==> src/conv_num_pkg.sv <==
`default_nettype none

package conv_num_pkg;

  // pixels, weights and outputs share one signed byte format
  typedef logic signed [7:0] word_t;

  // wide enough for CIN_MAX products of two bytes with headroom
  typedef logic signed [23:0] acc_t;

  // accumulator to output scale
  localparam int OUT_SHIFT = 4;

  // alpha = 1/8 for negative values in leaky relu
  localparam int ALPHA_SHIFT = 3;

  // word limits in accumulator width for saturation
  localparam acc_t WORD_MAX = acc_t'((1 << ($bits(word_t) - 1)) - 1);
  localparam acc_t WORD_MIN = acc_t'(-(1 << ($bits(word_t) - 1)));

endpackage

`default_nettype wire

==> src/conv_stream_pkg.sv <==
`default_nettype none

package conv_stream_pkg;

  // sideband of a pixel beat
  // last_cin is the tlast of the pixel stream
  typedef struct packed {
    logic last_cin;
    logic is_lrelu;
  } pix_user_t;

  // sideband of an accumulator beat, one per pixel group
  typedef struct packed {
    logic is_lrelu;
  } acc_user_t;

endpackage

`default_nettype wire

==> src/stream_reg.sv <==
`default_nettype none

module stream_reg #(
  parameter type T = logic
) (
  input  logic clk,
  input  logic rst_n,

  input  logic in_valid,
  output logic in_ready,
  input  T     in_payload,

  output logic out_valid,
  input  logic out_ready,
  output T     out_payload
);

  // held low through reset so the upstream never sees ready early
  logic live;

  assign in_ready = live && (!out_valid || out_ready);

  always_ff @(posedge clk) begin
    if (!rst_n) begin
      live      <= 1'b0;
      out_valid <= 1'b0;
    end else begin
      live <= 1'b1;
      if (in_ready) begin
        out_valid <= in_valid;
      end
    end
  end

  always_ff @(posedge clk) begin
    if (in_valid && in_ready) begin
      out_payload <= in_payload;
    end
  end

  // a waiting upstream beat must hold until it is taken
  in_hold: assert property (@(posedge clk) disable iff (!rst_n)
    in_valid && !in_ready |=> in_valid && $stable(in_payload));

endmodule

`default_nettype wire

==> src/weights_bank.sv <==
`default_nettype none

module weights_bank
  import conv_num_pkg::*;
#(
  parameter int CORES   = 2,
  parameter int CIN_MAX = 8,
  localparam int IDX_W  = (CIN_MAX > 1) ? $clog2(CIN_MAX) : 1,
  localparam int CNT_W  = $clog2(CIN_MAX + 1)
) (
  input  logic                  clk,
  input  logic                  rst_n,

  input  logic                  weights_valid,
  input  logic                  weights_last,
  input  word_t [CORES-1:0]     weights_data,
  output logic                  weights_ready,

  input  logic                  busy,
  input  logic [IDX_W-1:0]      cin_index,
  output logic                  loading,
  output logic [CNT_W-1:0]      cin_count,
  output word_t [CORES-1:0]     weight_row
);

  // one row per input channel, one weight per core
  word_t [CORES-1:0] rows [CIN_MAX];

  logic [CNT_W-1:0] wr_ptr;
  logic             live;
  logic             accept;

  // no reload while the engine is mid-group
  assign weights_ready = live && !busy;
  assign accept        = weights_valid && weights_ready;
  assign weight_row    = rows[cin_index];

  always_ff @(posedge clk) begin
    if (!rst_n) begin
      live      <= 1'b0;
      loading   <= 1'b0;
      wr_ptr    <= '0;
      cin_count <= '0;
    end else begin
      live <= 1'b1;
      if (accept) begin
        if (weights_last) begin
          cin_count <= wr_ptr + 1'b1;
          wr_ptr    <= '0;
          loading   <= 1'b0;
        end else begin
          wr_ptr  <= wr_ptr + 1'b1;
          loading <= 1'b1;
        end
      end
    end
  end

  always_ff @(posedge clk) begin
    if (accept) begin
      rows[IDX_W'(wr_ptr)] <= weights_data;
    end
  end

  row_in_range: assert property (@(posedge clk) disable iff (!rst_n)
    weights_valid && weights_ready |-> wr_ptr < CNT_W'(CIN_MAX));

endmodule

`default_nettype wire

==> src/conv_engine.sv <==
`default_nettype none

module conv_engine
  import conv_num_pkg::*;
  import conv_stream_pkg::*;
#(
  parameter int UNITS   = 4,
  parameter int CORES   = 2,
  parameter int CIN_MAX = 8,
  localparam int IDX_W  = (CIN_MAX > 1) ? $clog2(CIN_MAX) : 1,
  localparam int CNT_W  = $clog2(CIN_MAX + 1)
) (
  input  logic                           clk,
  input  logic                           rst_n,

  input  logic                           in_valid,
  output logic                           in_ready,
  input  logic [$bits(pix_user_t)+UNITS*$bits(word_t)-1:0] in_payload,

  input  logic                           loading,
  input  logic [CNT_W-1:0]               cin_count,
  input  word_t [CORES-1:0]              weight_row,
  output logic [IDX_W-1:0]               cin_index,
  output logic                           busy,

  output logic                           acc_valid,
  input  logic                           acc_ready,
  output acc_t [CORES-1:0][UNITS-1:0]    acc_data,
  output acc_user_t                      acc_user
);

  // same layout as the pixel beat built at the top level
  typedef struct packed {
    pix_user_t          user;
    word_t [UNITS-1:0]  data;
  } pix_beat_t;

  pix_beat_t                    beat;
  acc_t [CORES-1:0][UNITS-1:0]  sum;
  acc_t [CORES-1:0][UNITS-1:0]  next_sum;
  logic                         first;
  logic                         take;

  assign beat     = pix_beat_t'(in_payload);
  assign in_ready = !loading && (!acc_valid || acc_ready);
  assign take     = in_valid && in_ready;
  assign first    = (cin_index == '0);

  // a waiting pixel beat also counts, so weights cannot slip in under it
  assign busy = !first || (in_valid && !loading);

  // mac array, restarting from zero on channel 0
  always_comb begin
    for (int k = 0; k < CORES; k++) begin
      for (int u = 0; u < UNITS; u++) begin
        next_sum[k][u] = (first ? acc_t'(0) : sum[k][u])
                       + acc_t'(beat.data[u]) * acc_t'(weight_row[k]);
      end
    end
  end

  always_ff @(posedge clk) begin
    if (!rst_n) begin
      cin_index <= '0;
      acc_valid <= 1'b0;
    end else begin
      if (acc_valid && acc_ready) begin
        acc_valid <= 1'b0;
      end
      if (take) begin
        if (beat.user.last_cin) begin
          cin_index <= '0;
          acc_valid <= 1'b1;
        end else begin
          cin_index <= cin_index + 1'b1;
        end
      end
    end
  end

  always_ff @(posedge clk) begin
    if (take) begin
      sum <= next_sum;
      if (beat.user.last_cin) begin
        acc_data <= next_sum;
        acc_user <= '{is_lrelu: beat.user.is_lrelu};
      end
    end
  end

  // pixel tlast has to agree with the loaded channel count
  last_at_count: assert property (@(posedge clk) disable iff (!rst_n)
    take |-> beat.user.last_cin == (CNT_W'(cin_index) == cin_count - 1'b1));

endmodule

`default_nettype wire

==> src/lrelu_engine.sv <==
`default_nettype none

module lrelu_engine
  import conv_num_pkg::*;
  import conv_stream_pkg::*;
#(
  parameter int UNITS = 4,
  parameter int CORES = 2
) (
  input  logic                          clk,
  input  logic                          rst_n,

  input  logic                          acc_valid,
  output logic                          acc_ready,
  input  acc_t [CORES-1:0][UNITS-1:0]   acc_data,
  input  acc_user_t                     acc_user,

  output logic                          out_valid,
  input  logic                          out_ready,
  output word_t [CORES-1:0][UNITS-1:0]  out_data
);

  word_t [CORES-1:0][UNITS-1:0] result;

  function automatic word_t clip(acc_t v);
    if (v > WORD_MAX) begin
      return word_t'(WORD_MAX);
    end
    if (v < WORD_MIN) begin
      return word_t'(WORD_MIN);
    end
    return word_t'(v);
  endfunction

  // rescale, then negative side scaled by alpha when flagged
  always_comb begin
    acc_t y;
    for (int k = 0; k < CORES; k++) begin
      for (int u = 0; u < UNITS; u++) begin
        y = acc_data[k][u] >>> OUT_SHIFT;
        if (acc_user.is_lrelu && y < 0) begin
          y = y >>> ALPHA_SHIFT;
        end
        result[k][u] = clip(y);
      end
    end
  end

  assign acc_ready = !out_valid || out_ready;

  always_ff @(posedge clk) begin
    if (!rst_n) begin
      out_valid <= 1'b0;
    end else if (acc_ready) begin
      out_valid <= acc_valid;
    end
  end

  always_ff @(posedge clk) begin
    if (acc_valid && acc_ready) begin
      out_data <= result;
    end
  end

endmodule

`default_nettype wire

==> src/conv_accel_top.sv <==
`default_nettype none

module conv_accel_top
  import conv_num_pkg::*;
  import conv_stream_pkg::*;
#(
  parameter int UNITS   = 4,
  parameter int CORES   = 2,
  parameter int CIN_MAX = 8
) (
  input  logic                          clk,
  input  logic                          rst_n,

  input  logic                          weights_valid,
  input  logic                          weights_last,
  input  word_t [CORES-1:0]             weights_data,
  output logic                          weights_ready,

  input  logic                          pix_valid,
  input  logic                          pix_last,
  input  logic                          pix_lrelu,
  input  word_t [UNITS-1:0]             pix_data,
  output logic                          pix_ready,

  input  logic                          out_ready,
  output logic                          out_valid,
  output word_t [CORES-1:0][UNITS-1:0]  out_data
);

  localparam int IDX_W = (CIN_MAX > 1) ? $clog2(CIN_MAX) : 1;
  localparam int CNT_W = $clog2(CIN_MAX + 1);

  typedef struct packed {
    pix_user_t          user;
    word_t [UNITS-1:0]  data;
  } pix_beat_t;

  // core-major output beat
  typedef word_t [CORES-1:0][UNITS-1:0] out_beat_t;

  pix_beat_t                    pix_in;
  pix_beat_t                    eng_pix;
  logic                         eng_valid;
  logic                         eng_ready;

  logic                         loading;
  logic                         busy;
  logic [IDX_W-1:0]             cin_index;
  logic [CNT_W-1:0]             cin_count;
  word_t [CORES-1:0]            weight_row;

  logic                         acc_valid;
  logic                         acc_ready;
  acc_t [CORES-1:0][UNITS-1:0]  acc_data;
  acc_user_t                    acc_user;

  logic                         lr_valid;
  logic                         lr_ready;
  out_beat_t                    lr_data;

  assign pix_in = '{user: '{last_cin: pix_last, is_lrelu: pix_lrelu}, data: pix_data};

  stream_reg #(
    .T (pix_beat_t)
  ) pix_slice (
    .clk         (clk),
    .rst_n       (rst_n),
    .in_valid    (pix_valid),
    .in_ready    (pix_ready),
    .in_payload  (pix_in),
    .out_valid   (eng_valid),
    .out_ready   (eng_ready),
    .out_payload (eng_pix)
  );

  weights_bank #(
    .CORES   (CORES),
    .CIN_MAX (CIN_MAX)
  ) bank (
    .clk           (clk),
    .rst_n         (rst_n),
    .weights_valid (weights_valid),
    .weights_last  (weights_last),
    .weights_data  (weights_data),
    .weights_ready (weights_ready),
    .busy          (busy),
    .cin_index     (cin_index),
    .loading       (loading),
    .cin_count     (cin_count),
    .weight_row    (weight_row)
  );

  conv_engine #(
    .UNITS   (UNITS),
    .CORES   (CORES),
    .CIN_MAX (CIN_MAX)
  ) engine (
    .clk        (clk),
    .rst_n      (rst_n),
    .in_valid   (eng_valid),
    .in_ready   (eng_ready),
    .in_payload (eng_pix),
    .loading    (loading),
    .cin_count  (cin_count),
    .weight_row (weight_row),
    .cin_index  (cin_index),
    .busy       (busy),
    .acc_valid  (acc_valid),
    .acc_ready  (acc_ready),
    .acc_data   (acc_data),
    .acc_user   (acc_user)
  );

  lrelu_engine #(
    .UNITS (UNITS),
    .CORES (CORES)
  ) lrelu (
    .clk       (clk),
    .rst_n     (rst_n),
    .acc_valid (acc_valid),
    .acc_ready (acc_ready),
    .acc_data  (acc_data),
    .acc_user  (acc_user),
    .out_valid (lr_valid),
    .out_ready (lr_ready),
    .out_data  (lr_data)
  );

  stream_reg #(
    .T (out_beat_t)
  ) out_slice (
    .clk         (clk),
    .rst_n       (rst_n),
    .in_valid    (lr_valid),
    .in_ready    (lr_ready),
    .in_payload  (lr_data),
    .out_valid   (out_valid),
    .out_ready   (out_ready),
    .out_payload (out_data)
  );

endmodule

`default_nettype wire

==> config.mk <==
export PLATFORM = sky130hd
export DESIGN_NAME = conv_accel_top
export DESIGN_NICKNAME = d
export VERILOG_FILES = /design/src/conv_num_pkg.sv /design/src/conv_stream_pkg.sv /design/src/stream_reg.sv /design/src/weights_bank.sv /design/src/conv_engine.sv /design/src/lrelu_engine.sv /design/src/conv_accel_top.sv
export SDC_FILE = /design/constraint.sdc
export NUM_CORES = 2
export LEC_CHECK = 0
export BUFFER_PORTS_ARGS = -buffer_cell sky130_fd_sc_hd__buf_2
export CORE_AREA = 2 2 348 281
export DETAILED_ROUTE_END_ITERATION = 12
export DIE_AREA = 0 0 350 283
export GPL_ROUTABILITY_DRIVEN = 0
export PLACE_DENSITY = 0.71
export SLEW_MARGIN = 20
export SYNTH_ARGS = -nofsm -noshare
export SYNTH_HDL_FRONTEND = slang
export SYNTH_SLANG_ARGS = --single-unit
==> constraint.sdc <==
create_clock -name clk -period 13.76 [get_ports clk]
set_input_delay 2.752 -clock clk [delete_from_list [all_inputs] [get_ports clk]]
set_output_delay 2.752 -clock clk [all_outputs]
set_load 0.02 [all_outputs]
## Yosys cells after proc, flatten, opt, wreduce, memory -nomap -nowiden

Memory sizes are Yosys's and may differ from the RTL's. A register that Yosys moved wholly into a read port is not among the register bits.
Cells that the tools add are included.

| word-level totals | value |
|---|---|
| logic and storage cells | 205 |
| output and inout bits | 67 |
| register bits | 560 |
| input port bits | 56 |
| bits in writable memories | 128 |
| memories kept | 1 |

| operators by class | value |
|---|---|
| mux-type cells | 83 |
| $lt $le $gt $ge | 24 |
| reductions and logical operators | 32 |
| add/subtract/negate cells | 10 |
| multipliers | 8 |

Memory list:

| memory | depth | width | read ports | clocked after memory_dff | write ports | line | RTL |
|---|---|---|---|---|---|---|---|
| bank.rows | 8 | 16 | 1 | 1 | 1 | weights_bank.sv:27 | `word_t [CORES-1:0] rows [CIN_MAX];` |

Operators by type and width:

| cell | number |
|---|---|
| $mux W8 | 32 |
| $add A24 B24 Y24 | 8 |
| $mux W24 | 8 |
| $gt A20 B8 Y1 const B | 8 |
| $lt A20 B1 Y1 const B | 8 |
| $lt A20 B8 Y1 const B | 8 |
| $mux W19 | 8 |
| $mul A8 B8 Y16 | 8 |
| $mux W1 | 31 |
| $logic_and A1 B1 Y1 | 18 |
| $mux W3 | 3 |
| $logic_not A1 Y1 | 7 |
| $logic_or A1 B1 Y1 | 5 |
| $add A4 B1 Y4 const B | 1 |
| $mux W4 | 1 |
| $add A3 B1 Y3 const B | 1 |
| $logic_not A3 Y1 | 1 |
| $reduce_and A2 Y1 | 1 |

## Longest topological paths before layout

| depth | value |
|---|---|
| word-level depth | 9 |
| gate-level depth with buffers | 34 |
| gate-level depth less buffers | 31 |

## Cells and area by module

From an unflattened synthesis, not the netlist that was laid out.

| second synthesis, totals | value |
|---|---|
| cell total of the unflattened synthesis | 4,547 |
| area total of the unflattened synthesis | 57,517.7 um^2 |

By module, submodules not included:

| module | instances | seq. area each (um^2) | area an instance (um^2) | cells an instance |
|---|---|---|---|---|
| conv_engine | 1 | 11,641.2 | 45,429.8 | 3,881 |
| weights_bank | 1 | 4,043.9 | 5,415.2 | 244 |
| lrelu_engine | 1 | 1,941.9 | 3,567.2 | 308 |
| stream_reg (out_slice) | 1 | 1,961.9 | 2,003.2 | 72 |
| stream_reg (pix_slice) | 1 | 1,061.0 | 1,102.3 | 42 |

## Worst setup path before layout

OpenSTA, ideal clock, no wires.

| timing path | value |
|---|---|
| kind | input -> register |
| start point | input out_ready |
| end point | register, netlist name engine.acc_data[100] |
| data required time | 13.221 ns |
| library setup time | 0.539 ns |
| cell stages on the path | 6 |
| path slack | 2.257 ns |
| arrival time | 10.964 ns |
| buffers on the path | 0 |
| path through | nand2b_1 > a21boi_0 > nand2_1 > nand2b_1 > inv_1 > and2_1 |

| between the ends | value |
|---|---|
| longest elaborated chain between the ends | 7 |

Ends and longest elaborated chain:

| item | line | RTL |
|---|---|---|
| from (decl) | conv_accel_top.sv:25 | `input logic out_ready,` |
| $logic_or A1 B1 Y1 | stream_reg.sv:21 | `assign in_ready = live && (!out_valid \|\| out_ready);` |
| $logic_and A1 B1 Y1 | stream_reg.sv:21 |  |
| $logic_or A1 B1 Y1 | lrelu_engine.sv:49 | `assign acc_ready = !out_valid \|\| out_ready;` |
| $logic_or A1 B1 Y1 | conv_engine.sv:45 | `assign in_ready = !loading && (!acc_valid \|\| acc_ready);` |
| $logic_and A1 B1 Y1 | conv_engine.sv:45 |  |
| $logic_and A1 B1 Y1 | conv_engine.sv:46 | `assign take = in_valid && in_ready;` |
| via engine.take | conv_engine.sv:42 | `logic take;` |
| $reduce_and A2 Y1 (no source line) | -- |  |

The timed path passes the listed nets, and every way through them passes these cells.
A chain may end at the register's enable or synchronous reset.

==> flow_summary_export.csv <==
group,metric,value,unit
floorplanning,die_x,350,microns
timing,relSlewSlack,0.2447,
floorplanning,die-height,283,microns
cells_and_area,fin_util,0.5931,
route,first_pass_iters,5,
timing,fin_crit_sh,0.6299,
logic_synthesis,synth.distinct_cells,93,
logic_synthesis,async_reset_ff_frac,0,
route,wl_met1,50540,microns
clock_network,cts.sinks,658,
logic_synthesis,netlist_top_cells_area,"edfxtp_1, fa_1, ha_1",
logic_synthesis,yosysTopAreaCell,"edfxtp_1",
clock_network,post_cts_buffers,0,
timing,finalSetupViolCount,0,
critical_path,path_class,"reg -> reg",
cells_and_area,nets,5694,
critical_path,crit_path_frequent_cell,"inv_1",
clock_network,root_buffer,"clkbuf_16",
critical_path,worst-path-buf-inv,8,
critical_path,cp_max_fo,33,
floorplanning,die_area,99050,sq um
critical_path,endpoint_kind,"flop",
route,vias,33454,
clock_network,cts_hold_buf,0,
route,drc,0,
clock_network,cts_max_level,3,
cells_and_area,final_cells,6137,
floorplanning,rows,102,
clock_network,cts_buffers,71,
global_route,grt_pass1_wl,175800,microns
route,highest_layer,"met5",
logic_synthesis,ys.flop_type,"edfxtp_1",
timing,finalSetupTns,0,ps
logic_synthesis,synth.avg_cell_area,11.18,sq um
placement,hpwlAfterDp,77930,microns
timing,rsz0062_at_grt,"no",
critical_path,start_kind,"flop",
min_path,hp-class,"reg -> reg",
critical_path,cp_top_family,"adder cells",
timing,worst_pin_slew,1129,ps
cells_and_area,drive_gt1_frac,0.07796,
timing,drv_slew,0,
cells_and_area,area_delta_synth_final,8.610,%
clock_network,cts.clk_slew.worst_paths,60,ps
timing,max_freq,115.4,MHz
floorplanning,io_pins,123,
logic_synthesis,synth_edf_count,643,
logic_synthesis,synth_top_area_frac,0.3689,
global_route,grt_use_total,0.2217,
route,vias_per_cell,5.451,
route,wl_per_cell,17.43,microns
placement,place_inst,6003,
clock_network,clock_path_buffers,3,
clock_network,cts_resized,0,
logic_synthesis,seq_area_frac_synth,0.3746,
placement,io_buffers,122,
power_and_ir_drop,p_leak,24.65,nW
route,ant_nets,0,
floorplanning,initial_core_util,0.5461,
route,initialDrtViolationCount,2146,
logic_synthesis,yosys_warnings,0,
power_and_ir_drop,irDropWorstVdd,0.0001443,V
flow_run,maxCapViolCount,0,
logic_synthesis,syn_nets,5595,
timing,skew,29.82,ps
logic_synthesis,synth_cells,4680,
route,dr_wl_met3,6264,microns
logic_synthesis,synth_area,52340,sq um
power_and_ir_drop,power-per-cell-area,245.9,nW/um^2
timing,finalHoldViolations,0,
clock_network,clk-insertion-delay-late,640,ps
clock_network,tritoncts,"yes",
route,routed_wl,106900,microns
critical_path,slowest_stage,"mux4_2",
critical_path,cp.arrival,9030,ps
status,status,"finished, final reports clean",
logic_synthesis,synth_seq_cells,658,
floorplanning,core,95840,sq um
global_route,antenna_found_initial,11,
critical_path,cpPeakStageDelay,620,ps
global_route,gr-total-overflow,0,
critical_path,required,14130,ps
route,wl_met2,47890,microns
timing,fin_crit,8668,ps
global_route,grt_max_degree,94,
global_route,grt_pass1_vias,34026,
==> synthesized netlist by cell type, types with 6 or more instances <==
| library cell | instances |
|---|---|
| inv_1 | 754 |
| edfxtp_1 | 643 |
| fa_1 | 448 |
| ha_1 | 411 |
| and2_1 | 297 |
| nor2b_1 | 258 |
| xnor2_1 | 225 |
| nand2_1 | 203 |
| a21oi_1 | 192 |
| nor2_1 | 177 |
| o21ai_0 | 130 |
| clkbuf_1 | 119 |
| a21o_1 | 85 |
| xor2_1 | 78 |
| mux2i_1 | 77 |
| nand2b_1 | 55 |
| o21bai_1 | 52 |
| nor3_1 | 38 |
| mux4_2 | 32 |
| nand3_1 | 32 |
| o21a_1 | 32 |
| nor4_1 | 28 |
| a211oi_1 | 27 |
| and3_1 | 22 |
| o21ai_1 | 21 |
| dfxtp_1 | 15 |
| o31ai_1 | 13 |
| a31o_2 | 12 |
| a31oi_1 | 12 |
| nand4_1 | 12 |
| o41a_1 | 11 |
| or2_2 | 10 |
| maj3_1 | 9 |
| a211o_1 | 8 |
| o31a_1 | 8 |
| mux2_2 | 7 |
| a211oi_2 | 6 |
| a41oi_1 | 6 |
| and4_1 | 6 |
==> cell families (layout without fill, tap and decap cells) <==
group | count (synthesis) | count (layout) | synth area share
buffers and inverters | 880 | 1036 | 0.06313
muxes | 116 | 116 | 0.03000
other | 0 | 1 | 0
DFF | 658 | 658 | 0.3746
adders and majority gates | 868 | 868 | 0.2713
AOI/OAI and AO/OA | 690 | 690 | 0.08749
and+or+nand+nor | 1156 | 1156 | 0.1192
xor gates and xnor gates | 312 | 312 | 0.05429
==> routing by layer <==
metal / GRT usage / up-vias
met1: 0.3285 / 16565
met3: 0.03532 / 146
met5: 0 / -
met4: 0.05323 / 14
met2: 0.3429 / 802
li1: - / 15927
==> cell type report <==
cell class                      count  area (sq um)
Antenna cell                        1         2.502
Clock buffer                       86          1843
Clock inverter                     44         402.9
Fill cell                        7811         38990
Inverter                          755          2841
Multi-Input combinational cell   3142         29650
Sequential cell                   658         19610
Tap cell                         1300          1627
Timing Repair Buffer              151         873.3
==> flip-flops by register name, indices dropped and copies added, names as in the netlist, named ones only <==
name,count
bank.loading,1
bank.rows,128
pix_slice.out_payload,34
lrelu.out_data,64
lrelu.out_valid,1
out_slice.out_valid,1
engine.cin_index,3
engine.acc_valid,1
engine.acc_data,160
bank.live,1
pix_slice.out_valid,1
bank.wr_ptr,3
engine.acc_user,1
out_slice.out_payload,64
engine.sum,192
==> path summary, 6_finish.rpt <==
path | from | to | slack, ps | cells past startpoint
worst max-delay path | flop | engine.acc_data[167] | 5090 | 29
worst min-delay path | lrelu.out_data[52] | out_slice.out_payload[52] | 420 | 0
worst max register to register | flop | engine.acc_data[167] | 5090 | 29
worst min register to register | lrelu.out_data[52] | out_slice.out_payload[52] | 420 | 0
==> layout by cell type (no fill, tap or decap), types with 9 or more instances in the layout <==
master     count
clkinv_2      10
inv_1        753
a31o_2        12
o21ai_1       21
a21o_1        85
nor3_1        34
nand2b_1      54
clkinv_1       9
edfxtp_1     643
dfxtp_1       14
inv_6         13
o41a_1        11
nor2b_1      257
clkbuf_1      14
xnor2_1      224
and2_1       296
o31ai_1       13
a21oi_1      192
mux4_2        32
o21a_1        32
nor4_1        27
o21bai_1      52
nand4_1       12
buf_2        122
mux2i_4       10
nor2_1       174
fa_1         448
nand3_1       32
a211oi_1      27
ha_1         411
xor2_1        78
buf_4         26
mux2i_1       67
a31oi_1       12
clkbuf_16     71
or2_2         10
o21ai_0      130
and3_1        20
nand2_1      203
maj3_1         9
==> power breakdown <==
group | total, mW | internal, mW | switching [mW]
registers | 3.52 | 3.37 | 0.149
logic | 8.58 | 3.49 | 5.09
clock network | 1.88 | 1.06 | 0.816
total | 14.0 | 7.92 | 6.06
==> per-stage QoR <==
step	setup slack [ps]	area (sq um)	hold slack, ps	total power, mW
4_1_cts	4876	56770	409.7	14.05
2_1_floorplan	2257	52340	400.3	10.24
5_1_grt	4488	56850	420.9	15.25
3_5_place_dp	4914	54530	404.5	12.09
3_3_place_gp	5084	54520	401.9	11.90
6_report	5092	56850	416.6	13.98
Power figures use the tool's default switching activity.
